<file path="src/design/custom_busy_timer.sv">
// custom instruction busy window

module custom_busy_timer #(
   parameter int BUSY_CYCLES = 4
) (
   input  logic clk_per,
   input  logic rst_n_i,
   input  logic start_i,
   output logic busy_o,
   output logic cae_stall_o,
   output logic cae_idle_o
);

   localparam int CNT_W = $clog2(BUSY_CYCLES + 1);

   logic [CNT_W-1:0] busy_cnt;

   // ------------------------------
   // down-counter
   // ------------------------------

   // loaded in the accept cycle, so stall covers
   // the accept cycle plus BUSY_CYCLES more
   always_ff @(posedge clk_per) begin
      if (!rst_n_i) begin
         busy_cnt <= '0;
      end else if (start_i) begin
         busy_cnt <= CNT_W'(BUSY_CYCLES);
      end else if (busy_cnt != '0) begin
         busy_cnt <= busy_cnt - 1'b1;
      end
   end

   // ------------------------------
   // host status
   // ------------------------------

   // feeds back to the decoder to block new instructions
   assign busy_o = busy_cnt != '0;

   // start_i is used directly so stall rises in the accept cycle
   assign cae_stall_o = start_i | busy_o;

   // idle is simply the inverse of stall
   assign cae_idle_o  = ~cae_stall_o;

endmodule

</file>
<file path="config.mk">
export PLATFORM = sky130hd
export DESIGN_NAME = custom_busy_timer
export DESIGN_NICKNAME = d
export VERILOG_FILES = /design/src/design/custom_busy_timer.sv
export SDC_FILE = /design/constraint.sdc
export NUM_CORES = 1
export LEC_CHECK = 0
export BUFFER_PORTS_ARGS = -buffer_cell sky130_fd_sc_hd__buf_2
export CAP_MARGIN = 0
export CORE_AREA = 10 10 47 49
export DETAILED_ROUTE_END_ITERATION = 6
export DIE_AREA = 0 0 57 59
export SETUP_SLACK_MARGIN = 0.4
export SYNTH_ARGS = -nofsm -noshare
export SYNTH_HDL_FRONTEND = slang
export SYNTH_SLANG_ARGS = --single-unit
</file>
<file path="constraint.sdc">
create_clock -name clk_per -period 1.45 [get_ports clk_per]
set_input_delay 0.0725 -clock clk_per [delete_from_list [all_inputs] [get_ports clk_per]]
set_output_delay 0.0725 -clock clk_per [all_outputs]
set_load 0.01 [all_outputs]
</file>
## Word-level counts from Yosys, hierarchy flattened

Cells that the tools add are included.

- Mux-type cells: 2
- $add $sub $neg: 1
- Bitwise operators: 3
- Reductions and logical operators: 3

Operators by type and width:

| kind | number |
|---|---|
| 2-to-1 mux 3 bit | 2 |
| nonzero test 3 bit | 1 |
| subtractor 3 x 1 -> 3 bit (second input constant) | 1 |
| inverter 1 bit | 2 |
| nonzero test 2 bit | 1 |
| OR reduction 2 bit | 1 |
| bitwise OR 1 bit | 1 |

- Bits in registers: 3
- Input port bits: 3
- Word-level logic and storage cells: 11
- Output and inout bits: 3

## Longest topological paths before layout

- Depth in word-level cells: 3
- Mapped depth: 6
- Depth with buffers taken out: 6

## Worst setup path after synthesis

Ideal clock, no wire load.

- Kind: reg-to-reg
- Start: register busy_cnt[0]
- End: register busy_cnt[2]
- Stages on the path, launching flop included: 6
- Path buffers: 0
- Period minus slack after synthesis: 1.355 ns
- Data arrival time: 1.240 ns
- Library setup time: 0.115 ns
- Data required time: 1.335 ns
- Slack: 0.095 ns
- Cells stage by stage: dfxtp_1 -> inv_1 -> ha_1 -> ha_1 -> mux2_4 -> o21a_1

- Cells in the longest elaborated chain, start to end: 3
- Elaborated cells on any way between the ends: 5
- Classes of those cells: add/sub (1); mux (2); reduce/logical (2)

Ends and longest elaborated chain:

| element | line | RTL |
|---|---|---|
| from (decl) | 16 | `logic [CNT_W-1:0] busy_cnt;` |
| from (signal assigned) | 28 | `busy_cnt <= CNT_W'(BUSY_CYCLES);` |
| from (signal assigned) | 30 | `busy_cnt <= busy_cnt - 1'b1;` |
| subtractor 3 x 1 -> 3 bit | 30 |  |
| 2-to-1 mux 3 bit | 29 | `end else if (busy_cnt != '0) begin` |
| 2-to-1 mux 3 bit | 27 | `end else if (start_i) begin` |

Parallel ways exist; a longest one is shown, timed or not. The select of a mux whose other input is x is not followed.
A chain may end at the register's enable or synchronous reset.

## Final worst setup path

- Start: register busy_cnt[1]
- End: output cae_stall_o

- Cells in the longest elaborated chain, start to end: 2

Ends and longest elaborated chain:

| element | line | RTL |
|---|---|---|
| nonzero test 3 bit | 39 | `assign busy_o = busy_cnt != '0;` |
| bitwise OR 1 bit | 42 | `assign cae_stall_o = start_i \| busy_o;` |
| to (decl) | 10 | `output logic cae_stall_o,` |

Every way passes these cells.

==> impl_results.md <==
* Status: finished, final reports clean
* Most used cell, CP: ha_4
* RSZ-0062 raised after global routing: true
* Starting density of the core at 0.130
* Worst R2R Setup Slack at 190 ps
* Chip width at 57 um
* Crit-path max cell delay at 310 ps
* Syn nets at 26
* Post-Syn Area at 183 um^2
* CP top delay family: flip-flops
* Peak VDD IR at 0.000364 V
* Clk pin slew, worst setup/hold paths at 40 ps
* Initial antenna violation count at 0
* CTS Buf Count at 3
* Setup TNS at 0 ps
* Cell taking the most area after synthesis: dfxtp_1
* Number of synthesized flops with an enable pin at 0
* Critical path buffer and inverter count at 2
* Final cell count without fillers at 48
* Pint at 0.268 mW
* Clk sinks at 3
* Max Fanout on Critical Path at 4
* I/O pin total at 6
* First-pass DRT Iterations at 2
* CP Capture Type: primary output
* Worst Path Required at 1380 ps
* Sw power at 0.101 mW
* DRT Wirelength at 406 um
* DRT iter0 DRCs at 1
* Final worst path period share at 0.931
* PwrDens at 1150 mW/mm^2
* Largest cells by area after synthesis: dfxtp_1, ha_1, inv_1
* Die area at 0.00336 mm^2
* Biggest register: busy_cnt
* Async S/R FF share, synth at 0
* Minimum clock period at 1350 ps
* Startpoint Class: flip-flop
* Clock network power share at 0.397
* Top post-synthesis cells by count: inv_1, dfxtp_1, ha_1
* Synthesized flop and latch total at 3
* Gate power share at 0.340
* Flop pwr share at 0.263
* Top cell type's share of synthesized area at 0.329
* DP Cell Count at 41
* Share of post-route cells with drive strength above 1 at 0.656
* Slew headroom at 0.911
* Cts hold-fix bufs at 0
* Area delta synth->final at 76.0%
* Largest net degree at the start of global routing at 5
* # diodes at 0
* Synth Flop Type: dfxtp_1
* Synth Instances at 20
* Die Y at 59 um
* Clk_skew at 0.133 ps
* Unique masters post-synth at 11
* FF+latch area at 62.6 um^2
* H-Tree Depth at 1
* Final Setup Violations at 0
* Clock latency at the later pin of the worst-skew pair at 230 ps
* First-pass GRT wire length at 752 um
* Worst slew pin tran at 133 ps
* Fill count at 166
* Sequential area share after synthesis at 0.329
* Antenna Nets Post-Route at 0
* Hold WC Path Type: primary input to flip-flop
* Maxcap violations at 0
* CP max stage cell: dfxtp_2
* Post-Syn Area per Cell at 9.13 um^2
* Port Buf Inserts at 5
* Gr usage total at 0.0342
* Routed wire per std cell at 8.46 um
* Cell with the most instances after synthesis: inv_1
* Clk root buf: clkbuf_4
* Pins Over Slew Limit at 0
* Lkg Pwr at 0.156 nW
* Fmax at 741 MHz
* Top flop regs: busy_cnt: 3 flops
* Cell Rows at 14
* Worst Path Arrival at 1280 ps
* Final hold viol count at 0
* CTS Buffer Depth at 2
* Vias in the first global route at 173
* Total gr overflow at 0
* Area of the multi-input gates at 130 um^2
* Crit path kind: flip-flop to primary output
* Sw frac at 0.273
* DRC Markers at 0
* Final nets at 39
* Yosys warning count at 0
* CTS tree: built
* Vias per inst at 3.52
* Max reg flops at 3
* Core outline area at 0.00140 mm^2
* Via count at 169
* Crit-path cells: inv_2 -> ha_4 -> ha_4 -> or2b_1 -> buf_2
* GPL Wtd Cong at 0.589
## layout make-up
type	count	share of cell area
well taps	16	0.0623
multi-input cells	11	0.405
flip-flops and latches	3	0.195
clock buffers	4	0.0817
inverters	6	0.0700
repair buffers	8	0.187
## power by group through the flow
stage | clock network, mW | registers, mW | logic, mW
after CTS | 0.152 | 0.0967 | 0.122
after floorplan | 0 | 0.0971 | 0.0676
after detailed placement | 0 | 0.0979 | 0.0915
final | 0.146 | 0.0971 | 0.125
after global placement | 0 | 0.0977 | 0.0897
after global routing | 0.168 | 0.0977 | 0.143
## metal layers
metal | vias to the layer above | part of all wire | track usage | wire (um)
met3 | 5 | 0.23 | 0.0494 | 94
met4 | 0 | 0.047 | 0.0403 | 19
met5 | - | 0 | 0 | 0
met1 | 74 | 0.34 | 0.0214 | 138
li1 | 82 | - | - | -
met2 | 8 | 0.38 | 0.0403 | 154
## metrics by stage
step | total power [mW] | cell area [um^2] | hold WS [ps] | util | setup slack (ps)
finish | 0.369 | 322 | 64.5 | 0.229 | 100
detailed placement | 0.189 | 255 | 303 | 0.182 | 185
global placement | 0.187 | 255 | 301 | 0.182 | 191
floorplan | 0.165 | 210 | 190 | - | 223
CTS | 0.370 | 317 | 64.3 | 0.226 | 92.9
global route | 0.408 | 322 | 75.3 | 0.229 | 8.99
## logic make-up after synthesis
group	Yosys count	synth area share
buffers and inverters	6	0.123
and+or+nand+nor	4	0.130
muxes	1	0.0822
adders and majority gates	3	0.206
AOI/OAI and AO/OA	2	0.0822
xor gates and xnor gates	1	0.0480
DFF	3	0.329
## final timing paths
path | start | end | depth (start not counted)
max | busy_cnt[1] | cae_stall_o | 5
min | rst_n_i | busy_cnt[2] | 2
max reg2reg | busy_cnt[0] | busy_cnt[2] | 5
min reg2reg | busy_cnt[0] | busy_cnt[0] | 2
## layout by cell type (no fill, tap or decap)
cell,netlist,final
dfxtp_1,3,1
nand2b_1,1,1
ha_1,3,1
buf_4,0,3
nor2_1,1,1
buf_2,0,3
clkbuf_4,0,3
a211oi_2,0,1
inv_1,6,2
dfxtp_2,0,2
inv_2,0,4
clkbuf_1,0,1
or2b_1,1,1
xor2_1,1,1
mux2_4,1,1
nor2b_1,1,1
buf_6,0,2
ha_4,0,2
o21a_1,1,1
## worst reg2reg max path, cell delays in order (launching register included)
cell	delay (ps)
dfxtp_2	340
inv_2	40
ha_4	160
ha_4	160
mux2_4	290
o21a_1	160
## timing repair
| item | CTS | global route |
|---|---|---|
| pin swaps | 1 | 2 |
| setup endpoints to repair | 5 | 6 |
| buffers inserted | 3 | 0 |
| resized for setup | 3 | 1 |
| endpoints found under the hold margin | 0 | 0 |
Power figures use the tool's default switching activity.
