File: config.mk
export PLATFORM = sky130hd
export DESIGN_NAME = cae_response
export DESIGN_NICKNAME = d
export VERILOG_FILES = /design/src/common/cae_pkg.sv /design/src/design/cae_response.sv
export SDC_FILE = /design/constraint.sdc
export NUM_CORES = 1
export LEC_CHECK = 0
export BUFFER_PORTS_ARGS = -buffer_cell sky130_fd_sc_hd__buf_2
export CORE_AREA = 2 2 90 92
export CTS_BUF_LIST = sky130_fd_sc_hd__clkbuf_8
export DETAILED_ROUTE_END_ITERATION = 7
export DIE_AREA = 0 0 92 94
export PLACE_DENSITY = 0.7
export SYNTH_ARGS = -nofsm -noshare
export SYNTH_HDL_FRONTEND = slang
export SYNTH_SLANG_ARGS = --single-unit
File: constraint.sdc
create_clock -name clk_per -period 0.8 [get_ports clk_per]
set_input_delay 0.24 -clock clk_per [delete_from_list [all_inputs] [get_ports clk_per]]
set_output_delay 0.24 -clock clk_per [all_outputs]
set_load 0.01 [all_outputs]
File: src/common/cae_pkg.sv
// coprocessor dispatch definitions

package cae_pkg;

   // ------------------------------
   // widths
   // ------------------------------
   localparam int CAE_INST_W = 32;
   localparam int CAE_DATA_W = 64;
   localparam int CAE_EXC_W  = 16;
   localparam int AEG_IDX_W  = 18;
   localparam int CAEP_W     = 5;

   // highest caep that opens a busy window
   localparam logic [CAEP_W-1:0] CAEP_LAST = 5'd5;

   // exception vector bit positions
   localparam int EXC_UNIMPL_BIT = 0;
   localparam int EXC_AEGIDX_BIT = 1;

   // ------------------------------
   // instruction fields
   // ------------------------------
   localparam int CAE_OP_MSB = 31;
   localparam int CAE_OP_LSB = 30;
   localparam int CAEP_MSB   = 29;
   localparam int CAEP_LSB   = 25;
   // index sits in the low AEG_IDX_W bits

   typedef enum logic [1:0] {
      OP_NONE   = 2'd0,
      OP_AEG_WR = 2'd1,
      OP_AEG_RD = 2'd2,
      OP_CAEP   = 2'd3
   } cae_op_e;

   typedef logic [CAE_DATA_W-1:0] aeg_word_t;

   // one accepted instruction, already classified
   typedef struct packed {
      logic                 aeg_wr;
      logic                 aeg_rd;
      logic                 err_aegidx;
      logic                 err_unimpl;
      logic                 custom_start;
      logic [AEG_IDX_W-1:0] aeg_idx;
      aeg_word_t            wr_data;
   } dispatch_t;

endpackage

File: src/design/cae_response.sv
// dispatch return and exception stage

module cae_response (
   input  logic                          clk_per,
   input  logic                          rst_n_i,
   input  cae_pkg::dispatch_t            dispatch_i,
   input  cae_pkg::aeg_word_t            rd_data_i,
   output cae_pkg::aeg_word_t            cae_ret_data_o,
   output logic                          cae_ret_data_vld_o,
   output logic [cae_pkg::CAE_EXC_W-1:0] cae_exception_o
);

   import cae_pkg::*;

   aeg_word_t            ret_data_q;
   logic                 ret_vld_q;
   logic [CAE_EXC_W-1:0] exc_q;

   // ------------------------------
   // control flops
   // ------------------------------

   // valid and exceptions last exactly one cycle
   always_ff @(posedge clk_per) begin
      if (!rst_n_i) begin
         ret_vld_q <= 1'b0;
         exc_q     <= '0;
      end else begin
         ret_vld_q                 <= dispatch_i.aeg_rd;
         exc_q                     <= '0;
         exc_q[EXC_UNIMPL_BIT]     <= dispatch_i.err_unimpl;
         exc_q[EXC_AEGIDX_BIT]     <= dispatch_i.err_aegidx;
      end
   end

   // ------------------------------
   // return data
   // ------------------------------

   // holds last read word between reads
   always_ff @(posedge clk_per) begin
      if (dispatch_i.aeg_rd) begin
         ret_data_q <= rd_data_i;
      end
   end

   assign cae_ret_data_o     = ret_data_q;
   assign cae_ret_data_vld_o = ret_vld_q;
   assign cae_exception_o    = exc_q;

endmodule

# Word-level counts from Yosys, hierarchy flattened
# Cells that the tools add are included.
[word_totals]
ramBits = 0
rom_bits = 0
latchBits = 0
n_memories = 0
elab_cells = 4
regBits = 81
[classes]
div = 0
add_sub_neg = 0
n_eq_ne = 0
muxes = 0
multipliers = 0
n_lt_le_gt_ge = 0
bitwise_logic = 0
n_reduce_logical = 0
shift = 0

# Logic depth before layout (Yosys ltp)
# Gate-level depths: netlist of run 1.
[logic_depth]
depth_word = 0
ltp_mapped = 1

# Worst setup path after synthesis of run 1
# No wires, ideal clock.
[synth_path]
path_type = "flip-flop to output port"
from = "register ret_data_q[0] (netlist: cae_ret_data_o[0])"
to = "output cae_ret_data_o[0]"
t_required_ns = 0.560
arrival_time_ns = 0.394
path_slack_ns = 0.166
stages_incl_launch_ff = 1
cell_sequence = "edfxtp_1"
[synth_rtl]
columns = ["element", "line", "text"]
rows = [
  ["from (decl)", "cae_response.sv:15", "aeg_word_t ret_data_q;"],
  ["from (signal assigned)", "cae_response.sv:43", "ret_data_q <= rd_data_i;"],
  ["to (decl)", "cae_response.sv:8", "output cae_pkg::aeg_word_t cae_ret_data_o,"],
]
# No word-level cell between the ends.

# Final worst setup path of run 1
[layout_path]
from = "register ret_data_q[37] (netlist: cae_ret_data_o[37])"
to = "output cae_ret_data_o[37]"
# No word-level cell between the ends.

==> results of run 1 <==
[sequential cells by signal, summed over array words and instances (netlist names)]
register            count
cae_ret_data_o         64
cae_exception_o         2
cae_ret_data_vld_o      1
[area by class of cell]
cell class | instances | area share
clock buffers | 9 | 0.03981
clock inverters | 7 | 0.02212
multi-input cells | 17 | 0.02292
flip-flops and latches | 67 | 0.6373
well taps | 102 | 0.04101
repair buffers | 139 | 0.2368
[layout by cell type (no fill, tap or decap), drive strengths merged]
master and instances:
buf 139, edfxtp 64, conb 14, clkbuf 9, clkinv 4, and2 3
dfxtp 3, clkinvlp 2, bufinv 1
[logic make-up after synthesis]
group         after synthesis
other cells                 1
simple gates                3
flops                      67
buf+inv                    14
[repair_timing]
item,CTS,global route
cloned,0,0
endpoints found under the setup margin,67,67
resized for setup,0,2
[power breakdown]
group | total [mW] | internal [mW] | switching [mW]
Combinational | 0.690 | 0.317 | 0.373
Clock | 2.66 | 1.43 | 1.23
Sequential | 4.20 | 4.14 | 0.0631
Total | 7.55 | 5.88 | 1.67
[stage by stage]
step                area [um^2]  utilization  hold WS (ns)
floorplan                  2158            -        0.3389
global placement           2912       0.3827        0.4169
detailed placement         2912       0.3827        0.4181
CTS                        3104       0.4081       0.05524
global route               3112       0.4090       0.04875
finish                     3112       0.4090       0.08152
[worst min path at each step]
stage                        startpoint            endpoint  cells after the start
final                     rd_data_i[53]  cae_ret_data_o[53]                      1
after global routing      rd_data_i[53]  cae_ret_data_o[53]                      1
after global placement    rd_data_i[35]  cae_ret_data_o[35]                      1
after detailed placement  rd_data_i[53]  cae_ret_data_o[53]                      1
after CTS                 rd_data_i[53]  cae_ret_data_o[53]                      1
after floorplan            rd_data_i[0]   cae_ret_data_o[0]                      0
[per-layer routing]
metal,share of wire,wire length [um]
met5,0.0056,25
met3,0.13,582
met4,0.012,54
met1,0.38,1695
met2,0.47,2118
==> impl_metrics.csv, run 1 <==
group,metric,value,unit
status,run_status,"finished with violations",
status,violations,"setup timing",
critical_path,slowest_delay,0.39,ns
drt,vias,1263,
final_layout,stdcell_count,341,
drt,wl_per_cell,13.13,um
critical_path,critPathLaunchType,"flop",
timing,final.setup.tns,-17.87,ns
timing,setup_violations,67,
drt,ant_nets,0,
clocking,post_cts.repair.setup_buffers,0,
synthesis,synth_top_family_by_area,"buffers and inverters",
clocking,cts_hold_buf,0,
drt,viasPerCell,3.704,
synthesis,synth_top_cell_area_share,0.9110,
synthesis,synth_mux_area_frac,0,
final_layout,layout.nets,387,
power,p_total,7.547,mW
final_layout,fillers,735,
grt,grt.met3_usage,0.05538,
grt,grt_use_met2,0.1409,
placement,port_buffers,135,
clocking,path_clk_slew,0.08,ns
placement,gp_congestion,0.6572,
critical_path,cp_cell_sequence,"buf_2",
power,leakagePower,1.363,nW
synthesis,synth-simple-area-share,0.008897,
clocking,cts_root_buf,"clkbuf_8",
grt,grt_pass1_wl,6168,um
final_layout,drive_gt1_frac,0.6527,
drt,dr.pass1.iters,3,
timing,final_hold_viol_count,0,
drt,wirelength,4477,um
critical_path,critPathKind,"reg -> out",
synthesis,ys.flop_type,"edfxtp_1",
synthesis,synthXorXnorAreaFrac,0,
die,start_util,0.2773,
die,die_y,94,um
synthesis,synth_compound_area_frac,0,
timing,finalCriticalPeriod,1.108,ns
die,core_region_area,7607,um^2
clocking,cts_sinks,67,
grt,grt-busiest-layer,"met2",
final_layout,syn2layout_area_growth,47.51,%
grt,grt_pass1_vias,1190,
critical_path,startpoint,"cae_ret_data_o[37]",
synthesis,yosysTopAreaCell,"edfxtp_1",
die,std_cell_rows,32,
timing,final.setup.worst_slack,-0.3081,ns
final_layout,diodes,0,
critical_path,crit_family,"flip-flops",
timing,slew_violations,0,
synthesis,synth_cell_types,5,
synthesis,synthAdderAreaFrac,0,
synthesis,synth-seq-area-share,0.9395,
placement,placedCellCount,325,
synthesis,yosysWarningCount,0,
synthesis,syn_avg_cell_area,24.82,um^2
critical_path,arrival,0.87,ns
synthesis,syn_area,2110,um^2
critical_path,critical_path.endpoint,"cae_ret_data_o[37]",
synthesis,synth-seq-cells,67,
timing,fin_crit_sh,1.385,
timing,rsz0062_at_grt,"true",
critical_path,crit_cells,1,
power,p_per_area,2425,nW/um^2
grt,met1_usage,0.1185,
die,die_area,8648,um^2
clocking,htree_num_levels,3,
critical_path,worstSetupEndpointType,"primary output",
grt,grt_max_degree,26,
critical_path,critPathBufInv,1,
worst_hold_path,hp-class,"in -> reg",
power,worst_ir_drop_vdd,0.9763,mV
die,num_io_pins,234,
flow_run,max_cap_violations,0,
drt,drc_errors,0,
placement,place_ws,-0.1265,ns
synthesis,post-synth-top-count-cell,"edfxtp_1",
final_layout,register_area,1983,um^2
critical_path,cp_slowest_cell,"edfxtp_1",
timing,max_freq,0.9025,GHz
clocking,cts-buffers-inserted,9,
critical_path,crit_fanout,1,
placement,hpwl,3549,um
synthesis,synthTopCellsByArea,"edfxtp_1 91%, buf_4 5.0%, dfxtp_1 2.8%, and2_1 0.89%, conb_1 0.18%",
die,chipWidth,92,um
grt,antenna_found_initial,2,
clocking,cts_tree,"built",
synthesis,synth-edff-count,64,
synthesis,synthCells,85,
grt,gr-total-overflow,0,
synthesis,synth-async-reset-ratio,0,
grt,grt.total_usage,0.09974,
final_layout,multi_input_area,71.32,um^2
clocking,clockBufferDepth,2,
drt,drtIter0Drc,21,
critical_path,required,0.56,ns
synthesis,synth_commonest_cells,"64 x edfxtp_1, 14 x buf_4, 3 x and2_1, 3 x dfxtp_1, 1 x conb_1",
Note: power is estimated with default switching activity, not from simulation.
==> run 2: changes to the inputs <==
--- a/config.mk
+++ b/config.mk
@@ -10,7 +10,7 @@
 export CTS_BUF_LIST = sky130_fd_sc_hd__clkbuf_8
 export DETAILED_ROUTE_END_ITERATION = 7
 export DIE_AREA = 0 0 92 94
-export PLACE_DENSITY = 0.7
+export PLACE_DENSITY = 0.77
 export SYNTH_ARGS = -nofsm -noshare
 export SYNTH_HDL_FRONTEND = slang
 export SYNTH_SLANG_ARGS = --single-unit
==> run 2 against run 1 <==
  * The run still ends with setup timing left
  * Routed wire length is 0.25% lower
  * Die area stayed put
  * Design area is 0.48% lower
  * Via count is 2.3% higher
  * First-iteration DRC count is 4.8% lower
  * Count of clock-buffer cells in the layout stayed put
  * Non-clock buffer count is 1 lower
  * Power is 0.25% lower
  * Critical path type unchanged
==> impl_metrics.csv, run 2 (synthesis results as in run 1) <==
group,metric,value,unit
grt,grt_pass1_wl,6375,um
clocking,cts-buffers-inserted,9,
worst_hold_path,whs_path_depth,1,
critical_path,worstSetupEndpointType,"primary output",
die,die_y,94,um
drt,dr.pass1.iters,4,
critical_path,slowest_delay,0.40,ns
power,worst_ir_drop_vdd,0.9224,mV
power,p_per_area,2431,nW/um^2
drt,wirelength,4466,um
placement,place_ws,-0.1528,ns
power,leakagePower,1.356,nW
clocking,htree_num_levels,3,
critical_path,arrival,0.89,ns
status,violations,"setup timing",
die,std_cell_rows,32,
critical_path,critPathKind,"reg -> out",
final_layout,drive_gt1_frac,0.6471,
clocking,path_clk_slew,0.07,ns
timing,rsz0062_at_grt,"true",
worst_hold_path,hp-class,"in -> reg",
die,num_io_pins,234,
timing,max_freq,0.8851,GHz
timing,final.setup.worst_slack,-0.3298,ns
drt,drtIter0Drc,20,
grt,antenna_found_initial,2,
clocking,clockBufferDepth,2,
drt,vias,1292,
critical_path,crit_fanout,1,
grt,gr-total-overflow,0,
drt,drc_errors,0,
critical_path,crit_family,"flip-flops",
timing,fin_crit_sh,1.412,
critical_path,critPathLaunchType,"flop",
clocking,cts_tree,"built",
die,start_util,0.2773,
grt,grt.total_usage,0.1039,
final_layout,final_common_cell,"buf_2",
die,core_region_area,7607,um^2
clocking,cts_root_buf,"clkbuf_8",
critical_path,required,0.56,ns
placement,port_buffers,135,
drt,wl_per_cell,13.06,um
die,die_area,8648,um^2
timing,finalCriticalPeriod,1.130,ns
placement,gp_congestion,0.6595,
placement,hpwl,3594,um
critical_path,crit_cells,1,
die,chipWidth,92,um
critical_path,cp_slowest_cell,"edfxtp_1",
final_layout,layout.nets,386,
grt,grt_pass1_vias,1252,
clocking,cts_sinks,67,
final_layout,final_cell_mix,"134 x buf_2, 64 x edfxtp_1, 14 x conb_1",
timing,setup_violations,67,
drt,ant_nets,0,
final_layout,syn2layout_area_growth,46.80,%
status,run_status,"finished with violations",
timing,slew_violations,0,
flow_run,max_cap_violations,0,
critical_path,critPathBufInv,1,
grt,grt_max_degree,38,
drt,viasPerCell,3.778,
final_layout,largest_reg_flops,64,
timing,final_hold_viol_count,0,
power,p_total,7.529,mW
critical_path,cp_cell_sequence,"buf_2",
## run 2: repair_timing
item / 4_1_cts / 5_1_grt
gates resized for setup: 2 / 0
hold buffers: 0 / 0
setup endpoints to repair: 67 / 67
buffers inserted: 0 / 0
## run 2: per-stage QoR
stage	area [um^2]	std cells	utilization	hold slack (ns)	setup TNS, ns
floorplan	2158	98	-	0.3389	0
global placement	2892	324	0.3801	0.4170	-8.581
detailed placement	2892	324	0.3801	0.4184	-9.198
CTS	3092	340	0.4064	0.05131	-20.22
global route	3092	340	0.4064	0.05079	-21.50
finish	3097	342	0.4071	0.08017	-18.04
## run 2: report_power, final
part | internal (mW) | switching (mW)
Sequential | 4.14 | 0.0612
Combinational | 0.308 | 0.375
Clock | 1.43 | 1.22
Total | 5.87 | 1.66
## run 2: final cells by class
type / count / area, um^2
fill: 718 / 4511
sequential: 67 / 1983
timing repair buffer: 138 / 716.9
tap: 102 / 127.6
clock buffer: 9 / 123.9
multi-input combinational: 17 / 71.32
clock inverter: 7 / 68.82
antenna: 2 / 5.005
## run 2: final timing paths
check | end | start
setup / recovery | cae_ret_data_o[35] | cae_ret_data_o[35]
hold / removal | cae_ret_data_o[40] | rd_data_i[40]
## run 2: routing by layer
layer | routed length (um) | GRT usage | vias to the layer above
li1 | - | - | 593
met1 | 1713 | 0.1215 | 573
met2 | 1889 | 0.1440 | 113
met3 | 755 | 0.06822 | 13
met4 | 108 | 0.05597 | 0
met5 | 0 | 0 | -
