### config.mk
export PLATFORM = sky130hd
export DESIGN_NAME = cae_inst_decoder
export DESIGN_NICKNAME = d
export VERILOG_FILES = /design/src/common/cae_pkg.sv /design/src/design/cae_inst_decoder.sv
export SDC_FILE = /design/constraint.sdc
export NUM_CORES = 1
export LEC_CHECK = 0
export BUFFER_PORTS_ARGS = -buffer_cell sky130_fd_sc_hd__buf_2
export CAP_MARGIN = 20
export CORE_AREA = 2 2 72 74
export DETAILED_ROUTE_END_ITERATION = 6
export DIE_AREA = 0 0 74 76
export PLACE_DENSITY = 0.66
export RECOVER_POWER = 25
export SYNTH_ARGS = -nofsm -noshare
export SYNTH_HDL_FRONTEND = slang
export SYNTH_SLANG_ARGS = --single-unit
export TNS_END_PERCENT = 20
### constraint.sdc
create_clock -name vclk -period 2.1
set_clock_uncertainty 0.15 [all_clocks]
set_input_delay 0.315 -clock vclk [all_inputs]
set_output_delay 0.315 -clock vclk [all_outputs]
set_load 0.01 [all_outputs]
### src/common/cae_pkg.sv
// coprocessor dispatch definitions

package cae_pkg;

   // ------------------------------
   // widths
   // ------------------------------
   localparam int CAE_INST_W = 32;
   localparam int CAE_DATA_W = 64;
   localparam int CAE_EXC_W  = 16;
   localparam int AEG_IDX_W  = 18;
   localparam int CAEP_W     = 5;

   // highest caep that opens a busy window
   localparam logic [CAEP_W-1:0] CAEP_LAST = 5'd5;

   // exception vector bit positions
   localparam int EXC_UNIMPL_BIT = 0;
   localparam int EXC_AEGIDX_BIT = 1;

   // ------------------------------
   // instruction fields
   // ------------------------------
   localparam int CAE_OP_MSB = 31;
   localparam int CAE_OP_LSB = 30;
   localparam int CAEP_MSB   = 29;
   localparam int CAEP_LSB   = 25;
   // index sits in the low AEG_IDX_W bits

   typedef enum logic [1:0] {
      OP_NONE   = 2'd0,
      OP_AEG_WR = 2'd1,
      OP_AEG_RD = 2'd2,
      OP_CAEP   = 2'd3
   } cae_op_e;

   typedef logic [CAE_DATA_W-1:0] aeg_word_t;

   // one accepted instruction, already classified
   typedef struct packed {
      logic                 aeg_wr;
      logic                 aeg_rd;
      logic                 err_aegidx;
      logic                 err_unimpl;
      logic                 custom_start;
      logic [AEG_IDX_W-1:0] aeg_idx;
      aeg_word_t            wr_data;
   } dispatch_t;

endpackage

### src/design/cae_inst_decoder.sv
// dispatch instruction decoder

module cae_inst_decoder #(
   parameter int NUM_AEG = 51
) (
   input  logic [cae_pkg::CAE_INST_W-1:0] cae_inst_i,
   input  cae_pkg::aeg_word_t             cae_data_i,
   input  logic                           cae_inst_vld_i,
   input  logic                           busy_i,
   output cae_pkg::dispatch_t             dispatch_o
);

   import cae_pkg::*;

   localparam logic [AEG_IDX_W-1:0] IDX_LIMIT = AEG_IDX_W'(NUM_AEG);

   logic                 accept;
   cae_op_e              op;
   logic [CAEP_W-1:0]    caep;
   logic [AEG_IDX_W-1:0] idx;
   logic                 idx_ok;

   // ------------------------------
   // field split
   // ------------------------------

   // strobes during a busy window are dropped here
   assign accept = cae_inst_vld_i & ~busy_i;

   assign op     = cae_op_e'(cae_inst_i[CAE_OP_MSB:CAE_OP_LSB]);
   assign caep   = cae_inst_i[CAEP_MSB:CAEP_LSB];
   assign idx    = cae_inst_i[AEG_IDX_W-1:0];

   // full index width compared, upper bits count too
   assign idx_ok = idx < IDX_LIMIT;

   // ------------------------------
   // classify
   // ------------------------------
   always_comb begin
      dispatch_o         = '0;
      dispatch_o.aeg_idx = idx;
      dispatch_o.wr_data = cae_data_i;

      if (accept) begin
         case (op)
            OP_AEG_WR: begin
               dispatch_o.aeg_wr     = idx_ok;
               dispatch_o.err_aegidx = ~idx_ok;
            end
            OP_AEG_RD: begin
               dispatch_o.aeg_rd     = idx_ok;
               dispatch_o.err_aegidx = ~idx_ok;
            end
            OP_CAEP: begin
               // caep 0..CAEP_LAST only open the busy window
               if (caep <= CAEP_LAST) begin
                  dispatch_o.custom_start = 1'b1;
               end else begin
                  dispatch_o.err_unimpl = 1'b1;
               end
            end
            default: begin
               dispatch_o.err_unimpl = 1'b1;
            end
         endcase
      end
   end

endmodule

Word-level counts from Yosys, hierarchy flattened
Index checks and enable logic that the tools add are counted.

Input bits: 98. Register bits: 0.

Bitwise logic cells: 3. Mux-type cells: 8. Reductions and logical operators: 1. Magnitude comparators: 2. Equal/unequal tests: 3.

Operators by type and width (number): $lt 18x6->1 const B (1); $mux 1 (6); $le 5x3->1 const B (1); $mux 5 (1); $eq 2x2->1 const B (2); $eq 2x1->1 const B (1); $not 1->1 (2); $pmux 1 s2 (1); $reduce_or 2->1 (1); $and 1x1->1 (1).

Logic depth before layout (Yosys ltp)
Gate-level depths: netlist of run 1.

Depth in word-level cells: 4. Depth in mapped cells: 4. Mapped depth without buffers: 4.

Worst setup path before layout of run 1
No wires, ideal clock.

Path kind: input-to-output. Start point: input cae_inst_i[16] (netlist name). End point: output dispatch_o[85] (netlist name). Data required time: 1635 ps. Arrival: 993 ps. Setup slack: 642 ps. Stages: 3. Path buffers: 0. Path through: nor4_2 > o21ai_1 > nor3_1.

RTL lines: start, declared (line cae_inst_decoder.sv:6) `input logic [cae_pkg::CAE_INST_W-1:0] cae_inst_i,`; end, declared (line cae_inst_decoder.sv:10) `output cae_pkg::dispatch_t dispatch_o`.

==> results.py, run 1 <==
metrics = {
    "run_status": {
        "status": "finished, final reports clean",
    },
    "sta": {
        "setup_violations": 0,
        "hold_viol": 0,
        "tns_ns": 0,
        "period_needed_ns": 1.68,
        "slew_headroom": 0.778,
        "max_freq_mhz": 596,
        "period_share": 0.798,
        "tightest_slew_ns": 0.333,
        "drv_slew": 0,
        "rsz0062_at_grt": "false",
    },
    "floorplan": {
        "die_area_um2": 5620,
        "design.core.area_um2": 4910,
        "initial_core_util": 0.157,
        "die_y_um": 76,
        "io_pins": 185,
        "fp-row-count": 26,
        "fp.dieW_um": 74,
    },
    "setup_path": {
        "cp.required_ns": 1.63,
        "worst_path_max_delay_cell": "nor4_2",
        "critPathMostFrequentCell": "buf_2",
        "startpoint_type": "input port",
        "cp-end-kind": "output port",
        "arrival_ns": 1.21,
        "cpPeakStageDelay_ns": 0.24,
        "crit_type": "in -> out",
        "critPathMaxFanout": 3,
        "worstPathCellList": "buf_2 > nor4_2 > o21ai_1 > nor3_1 > buf_2",
    },
    "drt": {
        "via_per_inst": 3.02,
        "vias": 429,
        "drtIter0Drc": 11,
        "drt_pre_antenna_iters": 4,
        "drc": 0,
        "wirelength_mm": 1.38,
        "wl_per_cell_um": 9.73,
        "antenna_left": 0,
    },
    "grt": {
        "overflow": 0,
        "grt_pass1_wl_mm": 1.87,
        "grt_use_total": 0.0405,
        "grt_pass1_vias": 406,
        "antenna_found_initial": 0,
        "grt_max_degree": 6,
    },
    "clock_network": {
        "cts_resized": 0,
        "cts_hold_buf": 0,
        "postCtsSetupBuffers": 0,
    },
    "worst_hold_path": {
        "holdPathStages": 0,
        "hold_class": "in -> out",
    },
    "job": {
        "maxCapViolCount": 0,
    },
    "final_layout": {
        "area_growth_pct": -36.7,
        "seq_cell_count": 0,
        "drive_gt1_frac": 0.694,
        "nets": 175,
        "n_antenna_cell": 0,
        "fillers": 579,
        "multi_input_area_um2": 144,
        "register_area_um2": 0,
        "clockBufferCount": 0,
        "finalNonFillerCells": 142,
    },
    "synthesis": {
        "yosysUniqueCellTypes": 12,
        "syn_area_um2": 771,
        "avgSynthCellArea_um2": 7.34,
        "ys_seq_area_frac": 0,
        "synthCells": 105,
        "syn_nets": 206,
        "synth_warnings": 0,
    },
    "power": {
        "power.density_nw_per_um2": 151,
        "ir_drop_mv": 0.0282,
        "p_leak_uw": 0.000276,
    },
    "place": {
        "place_congestion": 0.666,
        "place.port_buffers": 49,
        "dp_cells": 142,
        "hpwl_mm": 1.21,
    },
}
-- cell families (layout without fill, tap and decap cells) --
family	count (synthesis)	in the layout	share of synthesized area
buf+inv	85	52	0.813
compound gates	5	5	0.0519
simple gates	12	12	0.0860
fa+ha+maj	3	3	0.0487
-- area by class of cell --
class              count  share of cell area
well taps             70               0.179
multi-input cells     20               0.295
repair buffers        49               0.503
inverters              3              0.0231
-- worst max-delay path, delay by kind of cell --
kind	cells	cell delay, ns
buffers and inverters	2	0.28
AOI/OAI and AO/OA	1	0.15
and+or+nand+nor	2	0.47
-- synth_stat cells --
library cell	count	area (µm²)
a211oi_1	2	15.0
and3_1	1	6.26
buf_4	82	616
ha_1	3	37.5
inv_1	3	11.3
nand2_1	5	18.8
nor2b_1	1	6.26
nor3_1	2	10.0
nor4_1	2	12.5
nor4_2	1	12.5
o211a_1	2	20.0
o21ai_1	1	5.00
-- per-stage QoR --
step,hold slack (ns),utilization,setup slack [ns],instance area [µm²],power [µW]
global route,0.480,0.0993,0.292,488,83.9
CTS,0.480,0.0993,0.403,488,75.4
floorplan,0.572,-,0.642,771,174
detailed placement,0.480,0.0993,0.405,488,75.1
global placement,0.480,0.0993,0.424,488,74.2
finish,0.480,0.0993,0.423,488,73.9
-- power by group --
| group | switching, µW | total (µW) | internal, µW | leakage [µW] |
|---|---|---|---|---|
| Combinational | 36.5 | 73.9 | 37.4 | 0.000276 |
| Clock | 0 | 0 | 0 | 0 |
| Sequential | 0 | 0 | 0 | 0 |
| Total | 36.5 | 73.9 | 37.4 | 0.000276 |
-- path summary, 6_finish.rpt --
path | start | to
setup / recovery | cae_inst_i[16] | dispatch_o[85]
hold / removal | cae_data_i[37] | dispatch_o[37]
-- cells in the final DEF, fill, tap and decap left out --
cell and n:
and3_1 1, nor4_1 2, nor2b_1 1, o211a_1 2, inv_1 3, ha_1 3
nand2_1 5, o21ai_1 1, a211oi_1 2, buf_2 49, nor4_2 1, nor3_1 2
-- per-layer routing --
metal,share of wire,track usage,vias up
li1,-,-,184
met4,0.11,0.0455,0
met1,0.26,0.0288,158
met2,0.40,0.0580,57
met5,0,0,-
met3,0.23,0.0357,30
No activity file was read; power rests on OpenSTA's default activity.
==> run 2: changes to the inputs <==
--- a/config.mk
+++ b/config.mk
@@ -10,7 +10,7 @@
 export CORE_AREA = 2 2 72 74
 export DETAILED_ROUTE_END_ITERATION = 6
 export DIE_AREA = 0 0 74 76
-export PLACE_DENSITY = 0.66
+export PLACE_DENSITY = 0.69
 export RECOVER_POWER = 25
 export SYNTH_ARGS = -nofsm -noshare
 export SYNTH_HDL_FRONTEND = slang
==> constraint.sdc (replaced) <==
create_clock -name vclk -period 1.4
set_clock_uncertainty 0.15 [all_clocks]
set_input_delay 0.21 -clock vclk [all_inputs]
set_output_delay 0.21 -clock vclk [all_outputs]
set_load 0.01 [all_outputs]
==> results.py, run 2 (same netlist as run 1, synthesis figures left out) <==
metrics = {
    "setup_path": {
        "worstPathCellList": "buf_6 > nor4_4 > o21ai_2 > o211a_1 > buf_6",
        "cp.required_ns": 1.04,
        "cp-end-kind": "output port",
        "critPathMostFrequentCell": "buf_6",
        "crit_type": "in -> out",
        "startpoint_type": "input port",
        "critPathMaxFanout": 3,
        "worst_path_max_delay_cell": "nor4_4",
        "cpPeakStageDelay_ns": 0.27,
        "arrival_ns": 1.07,
    },
    "worst_hold_path": {
        "min_to": "dispatch_o[31]",
        "holdPathStages": 0,
        "min-delay-start": "cae_data_i[31]",
        "hold_class": "in -> out",
    },
    "power": {
        "power.density_nw_per_um2": 234,
        "pwr-share-comb": 1.000,
        "p_int_uw": 74.3,
        "ir_drop_mv": 0.0346,
        "p_seq_frac": 0,
        "p_leak_uw": 0.000301,
        "p_sw_frac": 0.476,
        "clock_power_share": 0,
        "switchingPower_uw": 67.6,
        "total_power_uw": 142,
    },
    "sta": {
        "max_freq_mhz": 699,
        "hold_viol": 0,
        "setup_violations": 1,
        "rsz0062_at_grt": "true",
        "tns_ns": -0.0316,
        "drv_slew": 0,
        "period_share": 1.02,
        "period_needed_ns": 1.43,
        "slew_headroom": 0.839,
        "layout_setup_ws_ns": -0.0316,
        "tightest_slew_ns": 0.240,
    },
    "place": {
        "place.port_buffers": 49,
        "dp_slack_ns": -0.0918,
        "place_congestion": 0.654,
        "hpwl_mm": 1.30,
        "placed_area_um2": 495,
    },
    "drt": {
        "drtIter0Drc": 8,
        "wl_per_cell_um": 10.9,
        "drt_pre_antenna_iters": 2,
        "vias": 467,
        "via_per_inst": 3.27,
        "antenna_left": 0,
        "wirelength_mm": 1.55,
        "drc": 0,
    },
    "grt": {
        "antenna_found_initial": 0,
        "grt_use_total": 0.0458,
        "grt_pass1_wl_mm": 2.08,
        "overflow": 0,
        "grt_max_degree": 6,
        "grt_pass1_vias": 463,
    },
    "final_layout": {
        "clockBufferCount": 0,
        "drive_gt1_frac": 0.808,
        "register_area_um2": 0,
        "area_growth_pct": -21.4,
        "seq_cell_count": 0,
        "nets": 176,
        "fillers": 564,
        "n_antenna_cell": 0,
        "layout_commonest_cell": "buf_2",
        "final_cell_mix": "buf_2 (43), buf_6 (6), nand2_1 (4)",
        "fin_area_um2": 606,
        "fin_util": 0.123,
    },
    "floorplan": {
        "die_y_um": 76,
        "initial_core_util": 0.157,
        "fp-row-count": 26,
        "design.core.area_um2": 4910,
        "io_pins": 185,
        "die_area_um2": 5620,
        "fp.dieW_um": 74,
    },
    "clock_network": {
        "cts_hold_buf": 0,
        "postCtsSetupBuffers": 0,
    },
    "run_status": {
        "violations": "negative setup slack",
        "status": "finished with violations",
    },
    "job": {
        "maxCapViolCount": 0,
    },
}
-- run 2: worst max-delay path: cells and delay by family --
| family | cells | cell delay, ns |
|---|---|---|
| AOI/OAI and AO/OA | 2 | 0.37 |
| and+or+nand+nor | 1 | 0.27 |
| buffers and inverters | 2 | 0.22 |
-- run 2: worst max-delay path by stage --
| stage | from | endpoint | slack (ns) | depth (start not counted) |
|---|---|---|---|---|
| 5_1_grt | cae_inst_i[15] | dispatch_o[84] | -0.08 | 5 |
| 3_5_place_dp | cae_inst_i[16] | dispatch_o[84] | -0.09 | 5 |
| 3_3_place_gp | cae_inst_i[17] | dispatch_o[84] | -0.07 | 5 |
| 6_report | cae_inst_i[15] | dispatch_o[84] | -0.03 | 5 |
| 2_1_floorplan | cae_inst_i[16] | dispatch_o[85] | 0.15 | 3 |
| 4_1_cts | cae_inst_i[10] | dispatch_o[84] | -0.04 | 5 |
-- run 2: power groups by stage --
stage,Combinational (µW),Clock [µW],Sequential [µW]
2_1_floorplan,262,0,0
5_1_grt,158,0,0
6_report,142,0,0
3_5_place_dp,115,0,0
4_1_cts,133,0,0
3_3_place_gp,113,0,0
-- run 2: what timing repair did --
item | in CTS | in global routing
resized for setup | 9 | 8
pin swaps | 7 | 3
endpoints found under the setup margin | 4 | 3
-- run 2: layout make-up --
| cell class | count | area, µm² | area share |
|---|---|---|---|
| repair buffers | 50 | 290 | 0.479 |
| well taps | 70 | 87.6 | 0.145 |
| multi-input cells | 20 | 216 | 0.357 |
| inverters | 3 | 11.3 | 0.0186 |
-- run 2: per-layer routing --
metal	wire, µm	vias up	global-route usage	share of wire
met4	175	0	0.0582	0.11
met3	353	32	0.0357	0.23
met2	681	59	0.0696	0.44
li1	-	186	-	-
met5	0	-	0	0
met1	342	190	0.0288	0.22
-- run 2: per-stage QoR --
step | hold WS [ns] | std cells
final | 0.270 | 143
after global routing | 0.270 | 143
after CTS | 0.270 | 143
after detailed placement | 0.270 | 143
after global placement | 0.270 | 143
after floorplan | 0.362 | 105
==> run 3: changes to the inputs <==
--- a/config.mk
+++ b/config.mk
@@ -12,6 +12,7 @@
 export DIE_AREA = 0 0 74 76
 export PLACE_DENSITY = 0.69
 export RECOVER_POWER = 25
+export SKIP_LAST_GASP = 1
 export SYNTH_ARGS = -nofsm -noshare
 export SYNTH_HDL_FRONTEND = slang
 export SYNTH_SLANG_ARGS = --single-unit
==> results.py, run 3 (same netlist as run 1, synthesis figures left out) <==
metrics = {
    "floorplan": {
        "fp.dieW_um": 74,
        "io_pins": 185,
        "design.core.area_um2": 4910,
        "die_y_um": 76,
        "die_area_um2": 5620,
        "initial_core_util": 0.157,
        "fp-row-count": 26,
    },
    "final_layout": {
        "seq_cell_count": 0,
        "fin_area_um2": 593,
        "final_cell_mix": "buf_2 (43), buf_6 (6), nand2_1 (4)",
        "drive_gt1_frac": 0.795,
        "area_growth_pct": -23.1,
        "register_area_um2": 0,
        "layout_commonest_cell": "buf_2",
        "nets": 176,
        "fin_util": 0.121,
        "n_antenna_cell": 0,
        "clockBufferCount": 0,
    },
    "power": {
        "p_leak_uw": 0.000301,
        "ir_drop_mv": 0.0346,
        "power.density_nw_per_um2": 233,
        "total_power_uw": 138,
    },
    "place": {
        "placed_area_um2": 495,
        "hpwl_mm": 1.30,
        "dp_slack_ns": -0.0918,
        "place_congestion": 0.654,
        "place.port_buffers": 49,
    },
    "sta": {
        "rsz0062_at_grt": "true",
        "period_needed_ns": 1.43,
        "tns_ns": -0.0316,
        "tightest_slew_ns": 0.241,
        "drv_slew": 0,
        "period_share": 1.02,
        "setup_violations": 1,
        "max_freq_mhz": 699,
        "layout_setup_ws_ns": -0.0316,
        "hold_viol": 0,
        "slew_headroom": 0.839,
    },
    "clock_network": {
        "postCtsSetupBuffers": 0,
        "cts_hold_buf": 0,
    },
    "drt": {
        "antenna_left": 0,
        "wirelength_mm": 1.54,
        "via_per_inst": 3.27,
        "wl_per_cell_um": 10.7,
        "drt_pre_antenna_iters": 4,
        "drtIter0Drc": 9,
        "drc": 0,
        "vias": 468,
    },
    "run_status": {
        "status": "finished with violations",
        "violations": "negative setup slack",
    },
    "setup_path": {
        "arrival_ns": 1.07,
        "cp-startpoint": "cae_inst_i[15]",
        "critPathMaxFanout": 3,
        "cp.required_ns": 1.04,
        "startpoint_type": "input port",
        "crit_path_end": "dispatch_o[84]",
        "cp-end-kind": "output port",
        "crit_type": "in -> out",
    },
    "grt": {
        "top_usage_layer": "met2",
        "use_met2": 0.0696,
        "grt_use_total": 0.0453,
        "antenna_found_initial": 0,
        "grt_util_met1": 0.0272,
        "grt_pass1_wl_mm": 2.06,
        "grt_pass1_vias": 459,
        "grt_max_degree": 6,
        "grtUsageMet3": 0.0357,
        "overflow": 0,
    },
    "job": {
        "maxCapViolCount": 0,
    },
    "worst_hold_path": {
        "hold_class": "in -> out",
    },
}
## run 3: worst min path at each step
stage                   start  depth (start not counted)        endpoint
4_1_cts        cae_data_i[11]                          0  dispatch_o[11]
5_1_grt        cae_data_i[50]                          0  dispatch_o[50]
3_3_place_gp   cae_data_i[11]                          0  dispatch_o[11]
6_report       cae_data_i[31]                          0  dispatch_o[31]
2_1_floorplan   cae_data_i[0]                          1   dispatch_o[0]
3_5_place_dp   cae_data_i[11]                          0  dispatch_o[11]
## run 3: final cells by class
class / instances / area, µm²
Fill cell: 565 / 4320
Inverter: 3 / 11.3
Multi-Input combinational cell: 20 / 204
Tap cell: 70 / 87.6
Timing Repair Buffer: 50 / 290
## run 3: through the flow
stage / std cells / hold slack [ns]
2_1_floorplan: 105 / 0.362
3_3_place_gp: 143 / 0.270
3_5_place_dp: 143 / 0.270
4_1_cts: 143 / 0.270
5_1_grt: 143 / 0.270
6_report: 143 / 0.270
## run 3: what timing repair did
action	in CTS	in global routing
pin swaps	7	3
setup endpoints to repair	4	4
resized for setup	8	8
## run 3: power breakdown
| group | internal, µW | switching [µW] | total, µW |
|---|---|---|---|
| Clock | 0 | 0 | 0 |
| Combinational | 72.1 | 66.1 | 138 |
| Sequential | 0 | 0 | 0 |
## run 3: per-layer routing
layer	vias to the layer above	wire, µm
li1	186	-
met1	191	332
met2	59	676
met3	32	353
met4	0	175
met5	-	0
## run 3: critical path, cell delays in order
cell and delay, ns:
buf_6 0.10, nor4_4 0.27, o21ai_2 0.12, o211a_1 0.25
buf_6 0.12
